<file path="src/source/ntm_math_pkg.sv">
// NTM math library shared definitions
// Element and result widths for the vector logarithm unit,
// fixed-point format constants, plain vector types and the
// state encodings of the scalar engine and the vector controller

package ntm_math_pkg;

  ////////////////////////////////////////
  // Widths
  ////////////////////////////////////////

  // One element in, one result out
  localparam int DATA_SIZE    = 32;
  // Q16.16 on both sides
  localparam int FRAC_BITS    = 16;
  // Vector length and element index
  localparam int CONTROL_SIZE = 8;
  // Normalized mantissa, unsigned Q1.31
  localparam int MANT_SIZE    = 32;

  ////////////////////////////////////////
  // Types
  ////////////////////////////////////////

  // Unsigned element or signed Q16.16 result
  typedef logic [DATA_SIZE-1:0]    data_t;
  typedef logic [CONTROL_SIZE-1:0] control_t;
  // Bit index 0 to 31
  typedef logic [4:0]              position_t;
  typedef logic [MANT_SIZE-1:0]    mantissa_t;

  // Scalar engine sequence
  typedef enum logic [1:0] {
    IDLE,
    NORMALIZE,
    ITERATE,
    DONE
  } scalar_state_t;

  // Vector controller sequence
  typedef enum logic [1:0] {
    STARTER,
    INPUT,
    ENDER
  } vector_state_t;

  ////////////////////////////////////////
  // Constants
  ////////////////////////////////////////

  // log2(0) marker, most negative value
  localparam data_t LOG_ZERO_RESULT = {1'b1, {(DATA_SIZE-1){1'b0}}};

endpackage

</file>
<file path="src/source/ntm_leading_one_detector.sv">
// Leading-one detector
// Purely combinational priority encoder over one operand word.
// Gives the index of the highest set bit and flags an all-zero word.
// Feeds the integer part and the normalize shift of the log engine

`timescale 1ns/1ps

module ntm_leading_one_detector
  import ntm_math_pkg::*;
(
  // Operand
  input  data_t     data_in,

  // Highest set bit
  output position_t leading_position,

  // No bit set at all
  output logic      is_zero
);

  ////////////////////////////////////////
  // Priority encoder
  ////////////////////////////////////////

  // Scan from bit 0 upward
  // Later hits overwrite earlier ones so the top set bit wins
  always_comb begin
    leading_position = '0;
    for (int i = 0; i < DATA_SIZE; i++) begin
      if (data_in[i]) begin
        leading_position = position_t'(i);
      end
    end
  end

  ////////////////////////////////////////
  // Zero flag
  ////////////////////////////////////////

  // Position reads 0 for both 1 and 0
  // This flag tells them apart
  assign is_zero = (data_in == '0);

endmodule

</file>
<file path="src/source/ntm_scalar_logarithm_function.sv">
// Scalar base-2 logarithm engine
// Unsigned Q16.16 operand in, signed Q16.16 result out.
// Integer part from the leading-one position, then 16 fraction
// bits by repeated squaring of the normalized mantissa, one bit
// per cycle. Fixed latency of 18 cycles for every operand

`timescale 1ns/1ps

module ntm_scalar_logarithm_function
  import ntm_math_pkg::*;
(
  // Global
  input  logic  CLK,
  input  logic  RST,

  // Control
  input  logic  START,
  output logic  READY,

  // Data
  input  data_t DATA_IN,
  output data_t DATA_OUT
);

  ////////////////////////////////////////
  // Signals
  ////////////////////////////////////////

  // FSM
  scalar_state_t state;

  // Remaining iterations after the current one
  logic [$clog2(FRAC_BITS)-1:0] iter_count;

  // Captured operand, also the detector input
  data_t operand;

  // Detector outputs
  position_t leading_position;
  logic      is_zero;

  // Operand was zero
  logic zero_flag;

  // Q1.31 mantissa, value in [1, 2)
  mantissa_t mantissa;

  // Square of the mantissa in Q2.62
  logic [2*MANT_SIZE-1:0] mant_wide;
  logic [2*MANT_SIZE-1:0] square;
  logic                   square_ge_two;

  // Signed integer part, range -16 to 15
  logic [DATA_SIZE-FRAC_BITS-1:0] int_part;

  // Fraction bits, MSB produced first
  logic [FRAC_BITS-1:0] frac_bits;

  // Assembled result
  data_t result;

  ////////////////////////////////////////
  // Leading one
  ////////////////////////////////////////

  ntm_leading_one_detector leading_one_detector (
    .data_in         (operand),
    .leading_position(leading_position),
    .is_zero         (is_zero)
  );

  ////////////////////////////////////////
  // Square and compare
  ////////////////////////////////////////

  // Widen before multiply so no product bits are lost
  assign mant_wide = {{MANT_SIZE{1'b0}}, mantissa};
  assign square    = mant_wide * mant_wide;

  // Top bit of Q2.62 set means square >= 2
  assign square_ge_two = square[2*MANT_SIZE-1];

  // Integer part joined with fraction
  assign result = zero_flag ? LOG_ZERO_RESULT : {int_part, frac_bits};

  ////////////////////////////////////////
  // Control
  ////////////////////////////////////////

  always_ff @(posedge CLK or posedge RST) begin
    if (RST) begin
      state      <= IDLE;
      iter_count <= '0;
      READY      <= 1'b0;
      DATA_OUT   <= '0;
    end else begin
      // Single-cycle pulse
      READY <= 1'b0;

      case (state)
        IDLE: begin
          if (START) begin
            state <= NORMALIZE;
          end
        end
        NORMALIZE: begin
          // 16 iterations follow
          iter_count <= ($clog2(FRAC_BITS))'(FRAC_BITS - 1);
          state      <= ITERATE;
        end
        ITERATE: begin
          if (iter_count == '0) begin
            state <= DONE;
          end else begin
            iter_count <= iter_count - 1'b1;
          end
        end
        DONE: begin
          // Held until the next operand finishes
          DATA_OUT <= result;
          READY    <= 1'b1;
          state    <= IDLE;
        end
        default: begin
          state <= IDLE;
        end
      endcase
    end
  end

  ////////////////////////////////////////
  // Datapath
  ////////////////////////////////////////

  always_ff @(posedge CLK) begin
    case (state)
      IDLE: begin
        if (START) begin
          operand <= DATA_IN;
        end
      end
      NORMALIZE: begin
        zero_flag <= is_zero;

        // Input has 16 fraction bits, so bit 16 means 2^0
        int_part <= (DATA_SIZE-FRAC_BITS)'(leading_position)
                  - (DATA_SIZE-FRAC_BITS)'(FRAC_BITS);

        // Move the leading one to bit 31
        // Zero operand just gives a zero mantissa
        mantissa <= mantissa_t'(operand << (position_t'(DATA_SIZE - 1) - leading_position));
      end
      ITERATE: begin
        frac_bits <= {frac_bits[FRAC_BITS-2:0], square_ge_two};

        // Halve when >= 2 to stay in [1, 2)
        if (square_ge_two) begin
          mantissa <= square[2*MANT_SIZE-1 -: MANT_SIZE];
        end else begin
          mantissa <= square[2*MANT_SIZE-2 -: MANT_SIZE];
        end
      end
      default: begin
      end
    endcase
  end

endmodule

</file>
<file path="src/source/ntm_vector_logarithm_function.sv">
// Vector logarithm unit, top level
// Element-wise base-2 logarithm over a vector of unsigned Q16.16
// numbers. Vector length is taken at START, elements arrive one
// at a time and go through the scalar engine. Each result leaves
// with a DATA_OUT_ENABLE pulse, READY marks the end of the vector

`timescale 1ns/1ps

module ntm_vector_logarithm_function
  import ntm_math_pkg::*;
(
  // Global
  input  logic     CLK,
  input  logic     RST,

  // Control
  input  logic     START,
  output logic     READY,

  input  logic     DATA_IN_ENABLE,
  output logic     DATA_OUT_ENABLE,

  // Data
  input  control_t SIZE_IN,
  input  data_t    DATA_IN,
  output data_t    DATA_OUT
);

  ////////////////////////////////////////
  // Signals
  ////////////////////////////////////////

  // FSM
  vector_state_t state;

  // Length captured at START
  control_t size_reg;

  // Elements already returned
  control_t index_loop;
  control_t index_next;

  // Element taken this cycle
  logic accept_element;

  // Scalar engine handshake
  logic  start_scalar;
  logic  ready_scalar;
  data_t data_in_scalar;
  data_t data_out_scalar;

  ////////////////////////////////////////
  // Element acceptance
  ////////////////////////////////////////

  // Strobe only counts in INPUT with elements still owed
  assign accept_element = (state == INPUT) && (size_reg != '0) && DATA_IN_ENABLE;

  assign index_next = index_loop + control_t'(1);

  ////////////////////////////////////////
  // Control FSM
  ////////////////////////////////////////

  always_ff @(posedge CLK or posedge RST) begin
    if (RST) begin
      state           <= STARTER;
      size_reg        <= '0;
      index_loop      <= '0;
      start_scalar    <= 1'b0;
      READY           <= 1'b0;
      DATA_OUT_ENABLE <= 1'b0;
      DATA_OUT        <= '0;
    end else begin
      // All pulses default low
      READY           <= 1'b0;
      DATA_OUT_ENABLE <= 1'b0;
      start_scalar    <= 1'b0;

      case (state)
        STARTER: begin
          if (START) begin
            size_reg   <= SIZE_IN;
            index_loop <= '0;
            state      <= INPUT;
          end
        end
        INPUT: begin
          if (size_reg == '0) begin
            // Empty vector, finish right away
            READY <= 1'b1;
            state <= STARTER;
          end else if (accept_element) begin
            start_scalar <= 1'b1;
            state        <= ENDER;
          end
        end
        ENDER: begin
          if (ready_scalar) begin
            DATA_OUT        <= data_out_scalar;
            DATA_OUT_ENABLE <= 1'b1;

            if (index_next == size_reg) begin
              // Last element, READY with its output
              READY <= 1'b1;
              state <= STARTER;
            end else begin
              index_loop <= index_next;
              state      <= INPUT;
            end
          end
        end
        default: begin
          state <= STARTER;
        end
      endcase
    end
  end

  // Operand for the engine
  always_ff @(posedge CLK) begin
    if (accept_element) begin
      data_in_scalar <= DATA_IN;
    end
  end

  ////////////////////////////////////////
  // Scalar engine
  ////////////////////////////////////////

  ntm_scalar_logarithm_function scalar_logarithm_function (
    .CLK     (CLK),
    .RST     (RST),
    .START   (start_scalar),
    .READY   (ready_scalar),
    .DATA_IN (data_in_scalar),
    .DATA_OUT(data_out_scalar)
  );

endmodule

</file>
<file path="config.mk">
export PLATFORM = sky130hd
export DESIGN_NAME = ntm_vector_logarithm_function
export DESIGN_NICKNAME = d
export VERILOG_FILES = /design/src/source/ntm_math_pkg.sv /design/src/source/ntm_leading_one_detector.sv /design/src/source/ntm_scalar_logarithm_function.sv /design/src/source/ntm_vector_logarithm_function.sv
export SDC_FILE = /design/constraint.sdc
export NUM_CORES = 2
export LEC_CHECK = 0
export BUFFER_PORTS_ARGS = -buffer_cell sky130_fd_sc_hd__buf_2
export CORE_UTILIZATION = 45
export DETAILED_ROUTE_END_ITERATION = 10
export GPL_TIMING_DRIVEN = 0
export SETUP_SLACK_MARGIN = 0.5
export SKIP_CTS_REPAIR_TIMING = 1
export SLEW_MARGIN = 10
export SYNTH_ARGS = -nofsm -noshare
export SYNTH_HDL_FRONTEND = slang
export SYNTH_SLANG_ARGS = --single-unit
</file>
<file path="constraint.sdc">
create_clock -name CLK -period 8.7 [get_ports CLK]
set_input_delay 1.305 -clock CLK [delete_from_list [all_inputs] [get_ports CLK]]
set_output_delay 1.305 -clock CLK [all_outputs]
set_load 0.01 [all_outputs]
</file>
# Word level (Yosys, flattened, before mapping)

Cells that the tools add are included.

Register bits: 221
Output and inout bits: 34
Logic and storage cells: 112

$add $sub $neg: 4
Multipliers: 1
Equality and inequality tests: 13
Shift operators: 1
Multiplexer cells: 59
Reduce and logical (&&, ||, !) cells: 17

Operator list:

| kind                | number |
|---|---|
| $mux 5              | 30 |
| $mul 32x32->64      | 1 |
| $mux 32             | 2 |
| $pmux 32 s2         | 1 |
| $logic_not 32->1    | 1 |
| $shl 32x5->32       | 1 |
| $mux 8              | 3 |
| $pmux 8 s2          | 1 |
| $mux 2              | 6 |
| $mux 1              | 11 |
| $reduce_and 2->1    | 5 |
| $add 8x1->8 const B | 1 |
| $eq 8x8->1          | 1 |
| $logic_not 8->1     | 1 |
| $ne 2x2->1 const B  | 4 |
| $pmux 2 s4          | 1 |
| $pmux 4 s2          | 1 |
| $reduce_bool 8->1   | 1 |
| $eq 2x2->1 const B  | 3 |
| $pmux 2 s3          | 1 |
| $sub 5x5->6 const B | 1 |
| $sub 5x5->5 const A | 1 |
| $eq 2x1->1 const B  | 2 |
| $logic_not 2->1     | 2 |
| other kinds (10)    | 13 |

# Depth between registers and ports, before layout

Depth after elaboration: 34
Gate-level depth with buffers: 31
Mapped depth without buffers: 28

# Cells and area by module

From an unflattened synthesis, not the netlist that was laid out.

Cells, all modules: 3969
Area total of the unflattened synthesis: 39042.4 um^2

Modules (own cells, without submodules):

| module                        | times used | cells an instance | area an instance (um^2) | seq. area each (um^2) |
|---|---|---|---|---|
| ntm_scalar_logarithm_function | 1          | 3660              | 35129.9                 | 3308.2 |
| ntm_vector_logarithm_function | 1          | 244               | 3578.4                  | 2287.2 |
| ntm_leading_one_detector      | 1          | 65                | 334.1                   | 0.0 |

# Worst setup path before layout

OpenSTA, ideal clock, no wires.

Path kind: reg2reg
From: register scalar_logarithm_function.mantissa[14]
To: register scalar_logarithm_function.mantissa[30], data pin
Arrival: 7.807 ns
Path slack: 0.632 ns
Stages on the path, launching flop included: 29
Buffers on the path: 3
Clock period less this slack: 8.068 ns
Cells stage by stage: edfxtp_1 clkbuf_1 clkbuf_1 nand2_1 fa_1 inv_1 fa_1 inv_1 fa_1 fa_1 inv_1 fa_1 inv_1 fa_1 inv_1 fa_1 fa_1 ha_1 o21a_1 o22ai_1 or4_1 o22ai_1 a32oi_2 a211oi_1 o31ai_4 xor2_2 buf_6 nor2_1 a221o_1

Longest elaborated chain between the ends: 3

Ends and longest elaborated chain:

| item                   | line                                 | text |
|---|---|---|
| start, declared        | ntm_scalar_logarithm_function.sv:46  | `mantissa_t mantissa;` |
| start signal, assigned | ntm_scalar_logarithm_function.sv:151 | `mantissa <= mantissa_t'(operand << (position_t'(DATA_SIZE - 1) - leading_position));` |
| start signal, assigned | ntm_scalar_logarithm_function.sv:158 | `mantissa <= square[2*MANT_SIZE-1 -: MANT_SIZE];` |
| start signal, assigned | ntm_scalar_logarithm_function.sv:160 | `mantissa <= square[2*MANT_SIZE-2 -: MANT_SIZE];` |
| $mul 32x32->64         | ntm_scalar_logarithm_function.sv:78  | `assign square = mant_wide * mant_wide;` |
| $mux 32                | ntm_scalar_logarithm_function.sv:157 | `if (square_ge_two) begin` |
| $pmux 32 s2            | ntm_scalar_logarithm_function.sv:136 | `case (state)` |

Every way passes these cells.
A chain may end at the register's enable or synchronous reset.

# Worst setup path after layout

From: register scalar_logarithm_function.mantissa[6]
To: register scalar_logarithm_function.mantissa[17], data pin

Longest elaborated chain between the ends: 3

Ends and longest elaborated chain:

| item                                     | line                                 | text |
|---|---|---|
| $mul 32x32->64                           | ntm_scalar_logarithm_function.sv:78  |  |
| via scalar_logarithm_function.square[63] | ntm_scalar_logarithm_function.sv:50  | `logic [2*MANT_SIZE-1:0] square;` |
| $mux 32                                  | ntm_scalar_logarithm_function.sv:157 |  |
| $pmux 32 s2                              | ntm_scalar_logarithm_function.sv:136 |  |

The timed path passes the listed nets, and every way through them passes these cells.

==> metrics <==
vias in the first global route 29200; Simple-Gate Fraction of Synth Area 11.0%; Post-Syn Instances 3890; CP Data Required Time 8890 ps; initial antenna violation count 4; Layout Area Growth over Synthesis 10.9%; Yosys top cell by area fa_1; Hold Crit Endpoint scalar_logarithm_function.operand[8]; Buffers on Ports 77; fin crit period 8510 ps; critical-path maximum fanout 10; ys async rst share 37.9%; clk buf depth 2; max_cap viols 0; multi-input logic area 0.0285 sq mm; Synth Area in Compound Gates 6.82%; # rows 106; H-tree levels 4; top flop regs data_in_scalar: 32 flops, scalar_logarithm_function.mantissa: 32 flops, scalar_logarithm_function.operand: 32 flops; CTS tree done; Slew @ Worst Pin 1120 ps; clock transition at the registers of the reported paths 80 ps; DRC Markers 0; ys flop type edfxtp_1; mux contribution to synthesized area 2.47%; vias per cell 5.36; GRT overflow 0; synth top area cells fa_1, ha_1, inv_1; DR iter-0 viols 2392; Pins Over Slew Limit 0; DRT Pass-1 Iters 8; most frequent CP cell fa_1; Adder-Cell Fraction of Synth Area 51.9%; via count of the routed design 27700; reg-to-reg endpoint scalar_logarithm_function.mantissa[17]; R2R Path Start scalar_logarithm_function.mantissa[6]; IO Count 78; final cell utilization of the core 50.4%; Synth cell types 82; sequential fraction of the synthesis area 14.1%; GPL Wtd Cong 0.977; Post-synth EDFFs 118; count of clock tree sinks 190; largest family of logic cells by synthesized area adder cells; fraction of layout cells with a size suffix above 1 11.0%; Levels on crit path 26; Yosys reg bits 190; Critical Path Start Type register; R2R depth 26; DIE AREA 0.0856 sq mm; top-count cell post-synth inv_1; Routed WL 117 mm; WP buf/inv 7; WL/cell 22.5 um; worst hold path startpoint data_in_scalar[8]; later-pin clock latency in the skew report 440 ps; antenna viol nets, final 0; Die Wd 293 um; hpwl dp 95.8 mm; CP Data Arrival Time 8700 ps; Register Area 0.00535 sq mm; first-pass GRT wire length 179 mm; maximum number of pins on one net before global-route repair 43; GRT Total Usage 28.2%; CORE AREA 0.0836 sq mm; RSZ-0062 raised after global routing yes; Max Fclk 117 MHz; hold depth 0; Hold Path Class reg2reg; Final period util 97.9%; Final Instance Area 0.0421 sq mm; crit-path max cell delay 640 ps; Syn Nets 5034; Worst setup EP type register; CP top delay family adder cells; Initial Utilization 45.5%; clock root cell clkbuf_16; Post-layout nets 5222; placed instance area 0.0398 sq mm; Post-Syn Area 0.0380 sq mm; TritonCTS Buffers 17; flop2flop setup slack 190 ps; most frequent cells after synthesis inv_1, fa_1, nand2_1, ha_1, and2_1; WS Path Type reg2reg; Die Height 293 um; run status finished, final reports clean; final setup vio count 0; Worst slew margin 25.5%; Critical-path top delay cell fa_1; final-layout fill cell count 7817; Fin Clk Skew 14.2 ps; post-synthesis xor/xnor area fraction 2.00%; top-area cell type share of the netlist area 41.7%; yosys warns 0; syn_area_per_cell 9.76 sq um; Fin. Hold Viols 0
## worst reg2reg max path, delay by kind of cell, from the launching register on
kind                     cells  cell delay, ps
AO/OA/AOI/OAI                7            1750
buffers and inverters        7            1010
flip-flops                   1             540
adder cells (fa/ha/maj)      9            4430
XOR/XNOR                     1             300
AND/OR/NAND/NOR              2             220
## through the flow
| step | setup TNS [ps] | hold WS (ps) | instances | setup slack, ps |
|---|---|---|---|---|
| final | 0 | 408 | 5177 | 185 |
| after global routing | 0 | 423 | 5171 | 0.500 |
| after CTS | -64310 | 412 | 5082 | -2090 |
| after detailed placement | -63280 | 405 | 5050 | -2060 |
| after global placement | -62400 | 402 | 5047 | -2060 |
| after floorplan | 0 | 400 | 3890 | 632 |
## worst max-delay path by stage
stage	end	startpoint	slack [ps]
2_1_floorplan	scalar_logarithm_function.mantissa[30]	scalar_logarithm_function.mantissa[14]	630
3_3_place_gp	scalar_logarithm_function.mantissa[11]	scalar_logarithm_function.mantissa[15]	-2060
3_5_place_dp	scalar_logarithm_function.mantissa[17]	scalar_logarithm_function.mantissa[15]	-2060
4_1_cts	scalar_logarithm_function.mantissa[17]	scalar_logarithm_function.mantissa[15]	-2090
5_1_grt	scalar_logarithm_function.mantissa[17]	scalar_logarithm_function.mantissa[2]	0.5
6_report	scalar_logarithm_function.mantissa[17]	scalar_logarithm_function.mantissa[6]	190
## cells in the final DEF, fill, tap and decap left out, types with 27 or more instances in the layout
cell type and n:
inv_1 1003, fa_1 784, nand2_1 374, ha_1 302, and2_1 230, edfxtp_1 118, buf_4 106, o21ai_0 100
nor2_1 98, buf_2 95, a21oi_1 85, dfrtp_1 72, mux2i_1 59, xnor2_1 46, nand3_1 37, xor2_1 36
clkbuf_1 33, buf_6 27
## per-layer routing
layer  wire length (um)  vias up  part of all wire (%)  track usage [%]
met4               5100        4                   4.4             9.99
met5                 24        -                 0.021                0
met2              54500     1153                    47             45.2
met3              10000      245                   8.6             5.52
met1              47100    14100                    40             38.2
li1                   -    12200                     -                -
## cells by family after synthesis
group | Yosys count
adders and majority gates | 1100
buffers and inverters | 1173
AOI/OAI and AO/OA | 394
muxes | 85
and+or+nand+nor | 862
DFF | 190
xor gates and xnor gates | 86
## final cells by class
cell class / count / share of cell area, %
clock buffers: 19 / 1.05
multi-input cells: 2527 / 67.7
flip-flops and latches: 190 / 12.7
inverters: 1019 / 9.14
repair buffers: 169 / 2.86
plain buffers: 154 / 2.97
clock inverters: 13 / 0.300
diodes: 6 / 0.0356
well taps: 1080 / 3.21
Power is left out: the tool's default activity adds up to more than one toggle a clock period on the data nets, which glitch-free logic cannot reach.
